`config.mk`:
```
export PLATFORM = sky130hd
export DESIGN_NAME = histPeakFinder
export DESIGN_NICKNAME = d
export VERILOG_FILES = /design/src/hdl/histPkg.sv /design/src/hdl/histPeakFinder.sv /design/src/hdl/peakTracker.sv /design/src/hdl/histogramMemory.sv /design/src/hdl/binSequencer.sv
export SDC_FILE = /design/constraint.sdc
export NUM_CORES = 2
export LEC_CHECK = 0
export BUFFER_PORTS_ARGS = -buffer_cell sky130_fd_sc_hd__buf_2
export CAP_MARGIN = 20
export CORE_UTILIZATION = 45
export CTS_CLUSTER_DIAMETER = 50
export DETAILED_ROUTE_END_ITERATION = 16
export HOLD_SLACK_MARGIN = 0.03
export SLEW_MARGIN = 15
export SYNTH_ARGS = -nofsm -noshare
export SYNTH_HDL_FRONTEND = slang
export SYNTH_SLANG_ARGS = --single-unit
```
`constraint.sdc`:
```
create_clock -name clk -period 48.3 [get_ports clk]
set_clock_uncertainty 0.05 [all_clocks]
set_input_delay 2.415 -clock clk [delete_from_list [all_inputs] [get_ports clk]]
set_output_delay 2.415 -clock clk [all_outputs]
set_load 0.05 [all_outputs]
```
`src/hdl/histPkg.sv`:
```
package histPkg;

    // sizes
    localparam int stampWidth      = 12;
    localparam int binWidth        = 6;
    localparam int binCount        = 1 << binWidth;  // 64 bins per pixel
    localparam int pixelCount      = 4;
    localparam int pixelWidth      = $clog2(pixelCount);
    localparam int samplesPerPixel = 4;
    localparam int acqCount        = 8;
    localparam int countWidth      = 8;               // holds 32 with room to spare
    localparam int switchCycles    = 4;
    localparam int halfWindow      = 32;

    // counter widths inside the sequencer
    localparam int sampleIdxWidth  = $clog2(samplesPerPixel);
    localparam int acqIdxWidth     = $clog2(acqCount);
    localparam int switchWidth     = $clog2(switchCycles);

    // highest window base, so base + 63 stays inside the stamp range
    localparam int maxBase         = (1 << stampWidth) - binCount;

    typedef logic [stampWidth-1:0] stamp_t;
    typedef logic [binWidth-1:0]   bin_t;
    typedef logic [pixelWidth-1:0] pixel_t;
    typedef logic [countWidth-1:0] count_t;

    typedef bin_t   [pixelCount-1:0] peakBins_t;    // coarse peak per pixel
    typedef stamp_t [pixelCount-1:0] peakStamps_t;  // one stamp per pixel

    typedef enum logic [1:0] {
        idle,
        coarse,
        switching,
        fine
    } pass_t;

    // sequencer to memory
    typedef struct packed {
        logic   valid;
        logic   hit;    // slot is counted
        pixel_t pixel;
        bin_t   bin;
        logic   fine;   // slot belongs to the fine pass
        logic   last;   // final slot of the pass
    } binWrite_t;

    // memory to tracker
    typedef struct packed {
        logic   valid;
        logic   hit;
        pixel_t pixel;
        bin_t   bin;
        count_t count;  // value after the increment
        logic   fine;
        logic   last;
    } countUpdate_t;

endpackage
```
`src/hdl/histPeakFinder.sv`:
```
`timescale 1ns/1ps

module histPeakFinder (
    input  logic                 clk,
    input  logic                 combin_res,
    input  logic                 sampleStrobe,
    input  histPkg::stamp_t      sample,
    output logic                 collecting,
    output histPkg::peakStamps_t peakResults,
    output logic                 resultValid
);

    histPkg::binWrite_t    binWrite;     // sequencer to memory
    histPkg::countUpdate_t countUpdate;  // memory to tracker
    histPkg::peakBins_t    coarsePeaks;  // tracker back to sequencer
    histPkg::peakStamps_t  windowBase;   // fine window lower bounds

    binSequencer binSeq0 (
        .clk          (clk),
        .combin_res   (combin_res),
        .sampleStrobe (sampleStrobe),
        .sample       (sample),
        .coarsePeaks  (coarsePeaks),
        .collecting   (collecting),
        .windowBase   (windowBase),
        .binWrite     (binWrite)
    );

    histogramMemory histMem0 (
        .clk         (clk),
        .combin_res  (combin_res),
        .binWrite    (binWrite),
        .countUpdate (countUpdate)
    );

    peakTracker peakTrk0 (
        .clk         (clk),
        .combin_res  (combin_res),
        .countUpdate (countUpdate),
        .windowBase  (windowBase),
        .coarsePeaks (coarsePeaks),
        .peakResults (peakResults),
        .resultValid (resultValid)
    );

endmodule

```
`src/hdl/peakTracker.sv`:
```
`timescale 1ns/1ps

module peakTracker (
    input  logic                  clk,
    input  logic                  combin_res,
    input  histPkg::countUpdate_t countUpdate,
    input  histPkg::peakStamps_t  windowBase,
    output histPkg::peakBins_t    coarsePeaks,
    output histPkg::peakStamps_t  peakResults,
    output logic                  resultValid
);

    histPkg::count_t    maxCount [histPkg::pixelCount];  // running maximum
    histPkg::peakBins_t peakBin;                          // bin of that maximum
    histPkg::count_t    nextMax [histPkg::pixelCount];
    histPkg::peakBins_t nextBin;
    histPkg::peakBins_t fineBins;                         // held for the result add
    logic               passEnd;
    logic               resultPending;

    assign passEnd = countUpdate.valid && countUpdate.last;

    // strictly greater, so the first bin to reach the top count stays
    always_comb begin
        for (int p = 0; p < histPkg::pixelCount; p++) begin
            nextMax[p] = maxCount[p];
            nextBin[p] = peakBin[p];
            if (countUpdate.valid && countUpdate.hit
                    && (countUpdate.pixel == histPkg::pixelWidth'(p))
                    && (countUpdate.count > maxCount[p])) begin
                nextMax[p] = countUpdate.count;
                nextBin[p] = countUpdate.bin;
            end
        end
    end

    always_ff @(posedge clk or negedge combin_res) begin
        if (!combin_res) begin
            for (int p = 0; p < histPkg::pixelCount; p++) begin
                maxCount[p] <= '0;
            end
            peakBin       <= '0;
            coarsePeaks   <= '0;
            peakResults   <= '0;
            resultPending <= 1'b0;
            resultValid   <= 1'b0;
        end else begin
            resultPending <= passEnd && countUpdate.fine;
            resultValid   <= resultPending;
            if (resultPending) begin
                for (int p = 0; p < histPkg::pixelCount; p++) begin
                    peakResults[p] <= windowBase[p] + histPkg::stampWidth'(fineBins[p]);
                end
            end
            if (passEnd) begin
                // maxima start over for the next pass
                for (int p = 0; p < histPkg::pixelCount; p++) begin
                    maxCount[p] <= '0;
                end
                peakBin <= '0;
                if (!countUpdate.fine) begin
                    coarsePeaks <= nextBin;
                end
            end else begin
                for (int p = 0; p < histPkg::pixelCount; p++) begin
                    maxCount[p] <= nextMax[p];
                end
                peakBin <= nextBin;
            end
        end
    end

    always_ff @(posedge clk) begin
        if (passEnd && countUpdate.fine) begin
            fineBins <= nextBin;  // zero for a pixel without hits
        end
    end

    assert property (@(posedge clk) disable iff (!combin_res)
        countUpdate.last |-> countUpdate.valid);

endmodule

```
`src/hdl/histogramMemory.sv`:
```
`timescale 1ns/1ps

module histogramMemory (
    input  logic                  clk,
    input  logic                  combin_res,
    input  histPkg::binWrite_t    binWrite,
    output histPkg::countUpdate_t countUpdate
);

    histPkg::count_t counters [histPkg::pixelCount][histPkg::binCount];

    // a cleared flag makes its counter read as zero
    logic [histPkg::pixelCount-1:0][histPkg::binCount-1:0] binValid;

    histPkg::count_t curCount;
    histPkg::count_t newCount;
    logic            doCount;

    assign doCount  = binWrite.valid && binWrite.hit;
    assign curCount = binValid[binWrite.pixel][binWrite.bin]
                    ? counters[binWrite.pixel][binWrite.bin] : '0;
    assign newCount = curCount + 1'b1;

    always_ff @(posedge clk) begin
        if (doCount) begin
            counters[binWrite.pixel][binWrite.bin] <= newCount;
        end
    end

    always_ff @(posedge clk or negedge combin_res) begin
        if (!combin_res) begin
            binValid <= '0;
        end else if (binWrite.valid && binWrite.last) begin
            binValid <= '0;  // whole histogram gone for the next pass
        end else if (doCount) begin
            binValid[binWrite.pixel][binWrite.bin] <= 1'b1;
        end
    end

    always_ff @(posedge clk or negedge combin_res) begin
        if (!combin_res) begin
            countUpdate <= '0;
        end else begin
            countUpdate.valid <= binWrite.valid;
            countUpdate.hit   <= doCount;
            countUpdate.pixel <= binWrite.pixel;
            countUpdate.bin   <= binWrite.bin;
            countUpdate.count <= doCount ? newCount : '0;  // misses report zero
            countUpdate.fine  <= binWrite.fine;
            countUpdate.last  <= binWrite.last;
        end
    end

    // a counter that wrapped would report a hit with count zero
    assert property (@(posedge clk) disable iff (!combin_res)
        (countUpdate.valid && countUpdate.hit) |-> (countUpdate.count != '0));

endmodule

```
`src/hdl/binSequencer.sv`:
```
`timescale 1ns/1ps

module binSequencer (
    input  logic                 clk,
    input  logic                 combin_res,
    input  logic                 sampleStrobe,
    input  histPkg::stamp_t      sample,
    input  histPkg::peakBins_t   coarsePeaks,
    output logic                 collecting,
    output histPkg::peakStamps_t windowBase,
    output histPkg::binWrite_t   binWrite
);

    histPkg::pass_t                    state;
    logic                              nextFine;   // pass that follows the gap
    logic [histPkg::switchWidth-1:0]    switchCnt;
    logic [histPkg::sampleIdxWidth-1:0] sampleIdx;
    logic [histPkg::acqIdxWidth-1:0]    acqIdx;
    histPkg::pixel_t                   pixelIdx;
    logic                              take;
    logic                              lastSlot;

    // first stage, captured sample
    logic            s1Valid;
    logic            s1Fine;
    logic            s1Last;
    histPkg::pixel_t s1Pixel;
    histPkg::stamp_t s1Sample;

    // second stage, bin address
    histPkg::stamp_t base;
    histPkg::stamp_t offset;
    logic            inWindow;
    histPkg::bin_t   slotBin;
    logic            slotHit;

    // coarse peak * 64 - halfWindow, kept inside 0 .. maxBase
    function automatic histPkg::stamp_t lowerBound(input histPkg::bin_t peak);
        logic [histPkg::stampWidth:0] start;
        logic [histPkg::stampWidth:0] low;
        start = {1'b0, peak, {(histPkg::stampWidth - histPkg::binWidth){1'b0}}};
        if (start < (histPkg::stampWidth + 1)'(histPkg::halfWindow)) begin
            return '0;
        end
        low = start - (histPkg::stampWidth + 1)'(histPkg::halfWindow);
        if (low > (histPkg::stampWidth + 1)'(histPkg::maxBase)) begin
            low = (histPkg::stampWidth + 1)'(histPkg::maxBase);
        end
        return low[histPkg::stampWidth-1:0];
    endfunction

    assign collecting = (state == histPkg::coarse) || (state == histPkg::fine);
    assign take       = sampleStrobe && collecting;
    assign lastSlot   = (sampleIdx == histPkg::sampleIdxWidth'(histPkg::samplesPerPixel - 1))
                     && (pixelIdx == histPkg::pixelWidth'(histPkg::pixelCount - 1))
                     && (acqIdx == histPkg::acqIdxWidth'(histPkg::acqCount - 1));

    always_ff @(posedge clk or negedge combin_res) begin
        if (!combin_res) begin
            state      <= histPkg::idle;
            nextFine   <= 1'b0;
            switchCnt  <= '0;
            sampleIdx  <= '0;
            pixelIdx   <= '0;
            acqIdx     <= '0;
            windowBase <= '0;
        end else begin
            case (state)
                histPkg::idle: state <= histPkg::coarse;
                histPkg::coarse, histPkg::fine: begin
                    if (take) begin
                        if (sampleIdx == histPkg::sampleIdxWidth'(histPkg::samplesPerPixel - 1)) begin
                            sampleIdx <= '0;
                            if (pixelIdx == histPkg::pixelWidth'(histPkg::pixelCount - 1)) begin
                                pixelIdx <= '0;
                                acqIdx   <= lastSlot ? '0 : acqIdx + 1'b1;
                            end else begin
                                pixelIdx <= pixelIdx + 1'b1;
                            end
                        end else begin
                            sampleIdx <= sampleIdx + 1'b1;
                        end
                        if (lastSlot) begin
                            state     <= histPkg::switching;
                            switchCnt <= '0;
                            nextFine  <= (state == histPkg::coarse);
                        end
                    end
                end
                histPkg::switching: begin
                    if (switchCnt == histPkg::switchWidth'(histPkg::switchCycles - 1)) begin
                        state <= nextFine ? histPkg::fine : histPkg::coarse;
                        if (nextFine) begin
                            for (int p = 0; p < histPkg::pixelCount; p++) begin
                                windowBase[p] <= lowerBound(coarsePeaks[p]);
                            end
                        end
                    end else begin
                        switchCnt <= switchCnt + 1'b1;
                    end
                end
                default: state <= histPkg::idle;
            endcase
        end
    end

    always_ff @(posedge clk or negedge combin_res) begin
        if (!combin_res) begin
            s1Valid <= 1'b0;
            s1Fine  <= 1'b0;
            s1Last  <= 1'b0;
        end else begin
            s1Valid <= take;
            s1Fine  <= (state == histPkg::fine);
            s1Last  <= take && lastSlot;
        end
    end

    always_ff @(posedge clk) begin
        s1Sample <= sample;
        s1Pixel  <= pixelIdx;
    end

    assign base     = windowBase[s1Pixel];
    assign offset   = s1Sample - base;  // only meaningful when inside the window
    assign inWindow = (s1Sample >= base) && (offset < histPkg::stampWidth'(histPkg::binCount));
    assign slotBin  = s1Fine ? offset[histPkg::binWidth-1:0]
                             : s1Sample[histPkg::stampWidth-1 -: histPkg::binWidth];
    assign slotHit  = !s1Fine || inWindow;

    always_ff @(posedge clk or negedge combin_res) begin
        if (!combin_res) begin
            binWrite <= '0;
        end else begin
            binWrite.valid <= s1Valid;
            binWrite.hit   <= s1Valid && slotHit;
            binWrite.pixel <= s1Pixel;
            binWrite.bin   <= slotBin;
            binWrite.fine  <= s1Fine;
            binWrite.last  <= s1Last;
        end
    end

    // slot leaves two edges after it was taken in a sampling state
    assert property (@(posedge clk) disable iff (!combin_res)
        binWrite.valid |-> ($past(state, 2) inside {histPkg::coarse, histPkg::fine}));

    // dropped strobes leave the slot counters where they are
    assert property (@(posedge clk) disable iff (!combin_res)
        !collecting |=> ($stable(sampleIdx) && $stable(pixelIdx) && $stable(acqIdx)));

endmodule

```
# [After elaboration in Yosys (flattened, before gate mapping)]
# Memory sizes are Yosys's and may differ from the RTL's.
# Index checks and enable logic that the tools add are counted.
[word_totals] regBits=519 latchBits=0 mem_bits_rw=2048 mem_bits_ro=0 in_bits=15 output_inout_bits=50 memories=1
[mem_list] memory="histMem0.counters" words=4 word_bits=512 read_ports=1 rd_ports_with_merged_regs=0 write_ports=1 line_no="histogramMemory.sv:10" text="histPkg::count_t counters [histPkg::pixelCount][histPkg::binCount];"
[op_classes] n_addsub=14 mul=0 div=0 order_cmp=21 n_eq_ne=14 shifts=0 mux=72 bitwise_logic=3 n_reduce_logical=42
[op_table] cell="$mux W256" n=2
[op_table] cell="$mux W512" n=1
[op_table] cell="$or A256 B256 Y256" n=1
[op_table] cell="$mux W12" n=13
[op_table] cell="$bmux W64 S2" n=1
[op_table] cell="$demux W64 S2" n=1
[op_table] cell="$mux W64" n=2
[op_table] cell="$mux W8" n=9
[op_table] cell="$gt A13 B12 Y1 const B" n=4
[op_table] cell="$sub A12 B6 Y13 const B" n=4
[op_table] cell="$add A12 B6 Y12" n=4
[op_table] cell="$bmux W8 S6" n=1
[op_table] cell="$demux W8 S6" n=1
[op_table] cell="$lt A12 B6 Y1 const B" n=4
[op_table] cell="$gt A8 B8 Y1" n=4
[op_table] cell="$mux W32" n=1
[op_table] cell="$mux W6" n=5
[op_table] cell="$bmux W12 S2" n=1
[op_table] cell="$mux W24" n=1
[op_table] cell="$logic_and A1 B1 Y1" n=22
[op_table] cell="$mux W1" n=19
[op_table] cell="$mux W2" n=9
[op_table] cell="$eq A2 B2 Y1 const B" n=7
[op_table] cell="$ge A12 B12 Y1" n=1
[op_table] cell="30 further kinds" n=48

# [Depth between registers and ports, before layout]
[depth] depth_word=9 depth_mapped=16

# [Hierarchy]
# A second synthesis with hierarchy kept.
[unflattened] hier_cells=6764 hier_area_um2=103362.9
[by_module_without_submodules] module="histogramMemory" n_inst=1 cells_per_inst=5559 area_each_um2=91243.8
[by_module_without_submodules] module="peakTracker" n_inst=1 cells_per_inst=875 area_each_um2=8669.6
[by_module_without_submodules] module="binSequencer" n_inst=1 cells_per_inst=330 area_each_um2=3449.6

# [Worst setup path before layout]
# Ideal clock, no wire load.
[synth_timing] kind="register to register" start="register binSeq0.binWrite[9] (netlist name)" end="memory histMem0.counters[0][102] (netlist name), data pin" t_arrival_ns=15.458 setup_slack_ns=30.691 stages_incl_launch_ff=15 n_path_buf=3 period_less_slack_ns=17.609 path_cell_list="dfrtp_1 > buf_2 > clkbuf_1 > buf_2 > mux2i_1 > o22ai_1 > nor4_1 > nand2_1 > a22oi_1 > nand4_2 > nand2_1 > inv_1 > ha_1 > and3_1 > nor3_1"
[synth_between] elab_chain_cells=6 elab_cells_between_ends=10 cone_classes="1 x add/sub; 8 x mux; 1 x memory"
[synth_rtl] item="$mem_v2 Z4 W512 or $bmux W64 S2 (tied branches)"
[synth_rtl] item="$bmux W8 S6 or $mux W64 (tied branches)" line_no="histogramMemory.sv:21, histogramMemory.sv:20"
[synth_rtl] item="$mux W8 (implied by the code) or $bmux W1 S6 (tied branches)" line_no="histogramMemory.sv:21, histogramMemory.sv:20"
[synth_rtl] item="$mux W8 (implied by the code) or $mux W1 (tied branches)" line_no="histogramMemory.sv:21, histogramMemory.sv:20"
[synth_rtl] item="$mux W8 (*)" line_no="histogramMemory.sv:21" text="? counters[binWrite.pixel][binWrite.bin] : '0;"
[synth_rtl] item="$add A8 B1 Y8 (*)" line_no="histogramMemory.sv:22" text="assign newCount = curCount + 1'b1;"
[synth_rtl] item="named net histMem0.newCount[6]" line_no="histogramMemory.sv:16" text="histPkg::count_t newCount;"
[synth_rtl] item="to (decl)" line_no="histogramMemory.sv:10"
# The timed path passes the listed nets; every way through them passes the cells marked *. The select of a mux whose other input is x is not followed.

# [Final worst setup path]
[layout_timing] start="register binSeq0.binWrite[9] (netlist name)" end="memory histMem0.counters[2][390] (netlist name), data pin"
[layout_between] elab_chain_cells=6 elab_cells_between_ends=10 cone_classes="1 x add/sub; 8 x mux; 1 x memory"
[layout_rtl] item="$mem_v2 Z4 W512 or $bmux W64 S2 (tied branches)"
[layout_rtl] item="$bmux W8 S6 or $mux W64 (tied branches)" line_no="histogramMemory.sv:21, histogramMemory.sv:20"
[layout_rtl] item="$mux W8 (implied by the code) or $bmux W1 S6 (tied branches)" line_no="histogramMemory.sv:21, histogramMemory.sv:20"
[layout_rtl] item="$mux W8 (implied by the code) or $mux W1 (tied branches)" line_no="histogramMemory.sv:21, histogramMemory.sv:20"
[layout_rtl] item="$mux W8 (*)" line_no="histogramMemory.sv:21"
[layout_rtl] item="$add A8 B1 Y8 (*)" line_no="histogramMemory.sv:22"
[layout_rtl] item="named net histMem0.newCount[6]" line_no="histogramMemory.sv:16"
# Marks and branches as above.

==> results.sh <==
export IMPL_grt_pass1_vias=56500
export IMPL_r2r_end="histMem0.counters[2][390]"
export IMPL_cp_required_ns=48.82
export IMPL_die_area_um2=227000
export IMPL_netlist_instances=6451
export IMPL_grtUsageTotal_pct=24.5
export IMPL_p_sw_share_pct=27.1
export IMPL_syn_num_nets=6524
export IMPL_finalSetupViolCount=0
export IMPL_ys_seq_elements=2547
export IMPL_clkLatencyLatePin_ns=0.95
export IMPL_critPathLaunch="binSeq0.binWrite[9]"
export IMPL_intPower_uw=4110
export IMPL_ys_top_cells_by_count="edfxtp_1, mux2i_1, nor2_1"
export IMPL_wire_per_inst_um=28.5
export IMPL_cts_resized_gates=0
export IMPL_power_density_nw_per_um2=49.1
export IMPL_route_detailed_drc=0
export IMPL_cts_sinks=2547
export IMPL_path_cells="buf_4 -> buf_4 -> buf_4 -> mux2i_1 -> o22ai_1 -> nor4_1 -> nand2_1 -> a22oi_1 -> nand4_2 -> nand2_4 -> inv_1 -> ha_4 -> and3_1 -> nor3_2 -> buf_4 -> buf_4"
export IMPL_hold_depth=0
export IMPL_crit_path_end_kind="flip-flop"
export IMPL_core_area_um2=223000
export IMPL_antenna_found_initial=6
export IMPL_worst_slack_ns=39.20
export IMPL_slowest_stage="buf_4"
export IMPL_num_vias=58100
export IMPL_fin_crit_sh_pct=18.8
export IMPL_path_max_fanout=95
export IMPL_numCtsBuffers=299
export IMPL_routed_wl_mm=279
export IMPL_cts_setup_buffers=0
export IMPL_start_util_pct=45.4
export IMPL_syn_avg_cell_area_um2=15.7
export IMPL_dpl_cell_area_um2=105000
export IMPL_dp_slack_ns=39.36
export IMPL_htree_num_levels=5
export IMPL_drive_above_1_share_pct=12.6
export IMPL_r2r_start="binSeq0.binWrite[9]"
export IMPL_p_seq_share_pct=44.2
export IMPL_ys_flop_type="edfxtp_1"
export IMPL_post_synth_num_cell_types=57
export IMPL_holdBufCountCts=0
export IMPL_cap_violations=0
export IMPL_synth_top_area_share_pct=61.5
export IMPL_hold_viol_final=0
export IMPL_overflow=0
export IMPL_post_place_cells=9279
export IMPL_status="completed"
export IMPL_ctsLongestPathBuffers=4
export IMPL_min_period_ns=9.10
export IMPL_avgViaCountPerCell=5.92
export IMPL_startpoint_type="flip-flop"
export IMPL_cts_reportedPaths_clkPinSlew_ns=0.06
export IMPL_grt_max_degree=257
export IMPL_ys_seq_area_share_pct=73.2
export IMPL_numPortBuffers=64
export IMPL_crit_top_cell="buf_4"
export IMPL_netlist_area_um2=101000
export IMPL_area_delta_synth_final_pct=13.5
export IMPL_synthArstFlopShare_pct=18.1
export IMPL_comb_power_share_pct=17.5
export IMPL_grt_pass1_wl_mm=402
export IMPL_r2r_slack_ns=39.20
export IMPL_ir_drop_v=0.0000443
export IMPL_rsz0062_at_grt="false"
export IMPL_maxSlewViolCount=0
export IMPL_hp_class="reg2reg"
export IMPL_path_class="reg2reg"
export IMPL_cts_root_buffer="clkbuf_16"
export IMPL_critPathArrivalTime_ns=9.62
export IMPL_ant_nets=0
export IMPL_switching_power_uw=1530
export IMPL_pin_count=65
export IMPL_floorplan_rows=173
export IMPL_tns_ns=0
export IMPL_cts_tree="built"
export IMPL_finish_instance_area_um2=115000
export IMPL_yosysTopAreaCell="edfxtp_1"
export IMPL_dp_hpwl_mm=167
export IMPL_dieHeight_um=476
export IMPL_drt_iter0_markers=6346
export IMPL_worst_r2r_cell_count=16
export IMPL_dieWidth_um=476
export IMPL_fmax_ghz=0.110
export IMPL_tightest_slew_ns=1.26
export IMPL_fin_cells=9819
export IMPL_power_frac_clock_pct=38.4
export IMPL_ys_warn_count=0
export IMPL_max_stage_delay_ns=0.92
export IMPL_yosysMostFrequentCell="edfxtp_1"
export IMPL_synth_area_top_cells="edfxtp_1, dfrtp_1, mux2i_1, o22ai_1, nor2_1"
export IMPL_power_uw=5640
export IMPL_gp_congestion=0.850
export IMPL_cp_endpoint="histMem0.counters[2][390]"
export IMPL_synth_edff_count=2072
export IMPL_leakagePower_uw=0.0426
export IMPL_max_slew_margin_pct=15.8
export IMPL_nets=6699
export IMPL_firstDrtPassIters=7
## state kept, by name, indices dropped and copies added, names as in the netlist
register,count
peakTrk0.fineBins,24
histMem0.binValid,256
peakTrk0.peakResults,48
binSeq0.state,2
binSeq0.s1Sample,12
binSeq0.acqIdx,3
peakTrk0.resultPending,1
binSeq0.s1Last,1
binSeq0.pixelIdx,2
histMem0.countUpdate,20
binSeq0.s1Valid,1
binSeq0.s1Fine,1
binSeq0.switchCnt,2
binSeq0.s1Pixel,2
peakTrk0.resultValid,1
peakTrk0.maxCount,32
binSeq0.windowBase,28
binSeq0.nextFine,1
binSeq0.sampleIdx,2
histMem0.counters,2048
peakTrk0.peakBin,24
binSeq0.binWrite,12
peakTrk0.coarsePeaks,24
## through the flow
| step | hold WS [ns] | util (%) |
|---|---|---|
| floorplan | 0.281 | - |
| global placement | 0.284 | 47.1 |
| detailed placement | 0.287 | 47.2 |
| CTS | 0.301 | 51.4 |
| global route | 0.322 | 51.5 |
| finish | 0.301 | 51.5 |
## cells in the final DEF (no fill, tap or decap), types with 17 or more instances in the layout
cell type	instances
a22oi_1	54
buf_6	17
nand2b_1	18
clkbuf_1	64
a31oi_1	53
nand4_1	17
o22ai_1	512
mux2_2	36
bufinv_16	19
nor2_1	704
nand2_1	203
dfrtp_1	458
clkinv_1	42
nor4_1	129
buf_2	63
clkinv_2	32
edfxtp_1	2072
clkbuf_16	306
ha_1	56
buf_4	177
o21ai_0	57
mux4_2	71
a21oi_1	202
a21o_1	21
inv_1	77
mux2i_1	1083
nand3_1	25
## worst max-delay path: cells and delay by family, from the launching register on
kind	cells	cell delay, ns
fa+ha+maj	1	0.25
buf+inv	6	4.38
simple gates	6	1.90
flops	1	0.90
mux	1	0.27
compound gates	2	0.52
## power groups by stage
| stage | logic, µW | registers (µW) | clock network [µW] |
|---|---|---|---|
| final | 985 | 2490 | 2160 |
| after global routing | 1030 | 2500 | 2270 |
| after CTS | 981 | 2490 | 2190 |
| after detailed placement | 980 | 2540 | 0 |
| after global placement | 971 | 2530 | 0 |
| after floorplan | 717 | 2530 | 0 |
## layer usage
layer	vias to the layer above	part of all wire, %	GRT usage, %
li1	25200	-	-
met1	30000	42	33.8
met2	2405	47	39.3
met3	505	7.5	4.23
met4	0	3.4	8.44
met5	-	0	0
## how the worst min path moves through the flow
stage,end,startpoint
after floorplan,binSeq0.binWrite[8],binSeq0.s1Pixel[0]
after global placement,histMem0.countUpdate[1],binSeq0.binWrite[1]
after detailed placement,histMem0.countUpdate[1],binSeq0.binWrite[1]
after CTS,histMem0.countUpdate[1],binSeq0.binWrite[1]
after global routing,histMem0.countUpdate[1],binSeq0.binWrite[1]
final,histMem0.countUpdate[1],binSeq0.binWrite[1]
## cell families (layout without fill, tap and decap cells)
group | after synthesis | count (layout) | share of synthesized area [%]
other cells | 0 | 1 | 0
simple gates | 1215 | 1215 | 5.27
fa+ha+maj | 58 | 58 | 0.725
compound gates | 933 | 933 | 5.61
mux | 1190 | 1190 | 12.7
flops | 2547 | 2547 | 73.2
xor+xnor | 30 | 30 | 0.260
buf+inv | 478 | 870 | 2.20
## cell type report
| class | count | area [µm²] |
|---|---|---|
| clock buffers | 380 | 8040 |
| flip-flops and latches | 2547 | 74000 |
| diodes | 1 | 2.50 |
| well taps | 2975 | 3720 |
| fillers | 18100 | 108000 |
| inverters | 78 | 293 |
| multi-input cells | 3426 | 25200 |
| clock inverters | 138 | 1310 |
| repair buffers | 274 | 2160 |
Note: power is estimated with default switching activity, not from simulation.
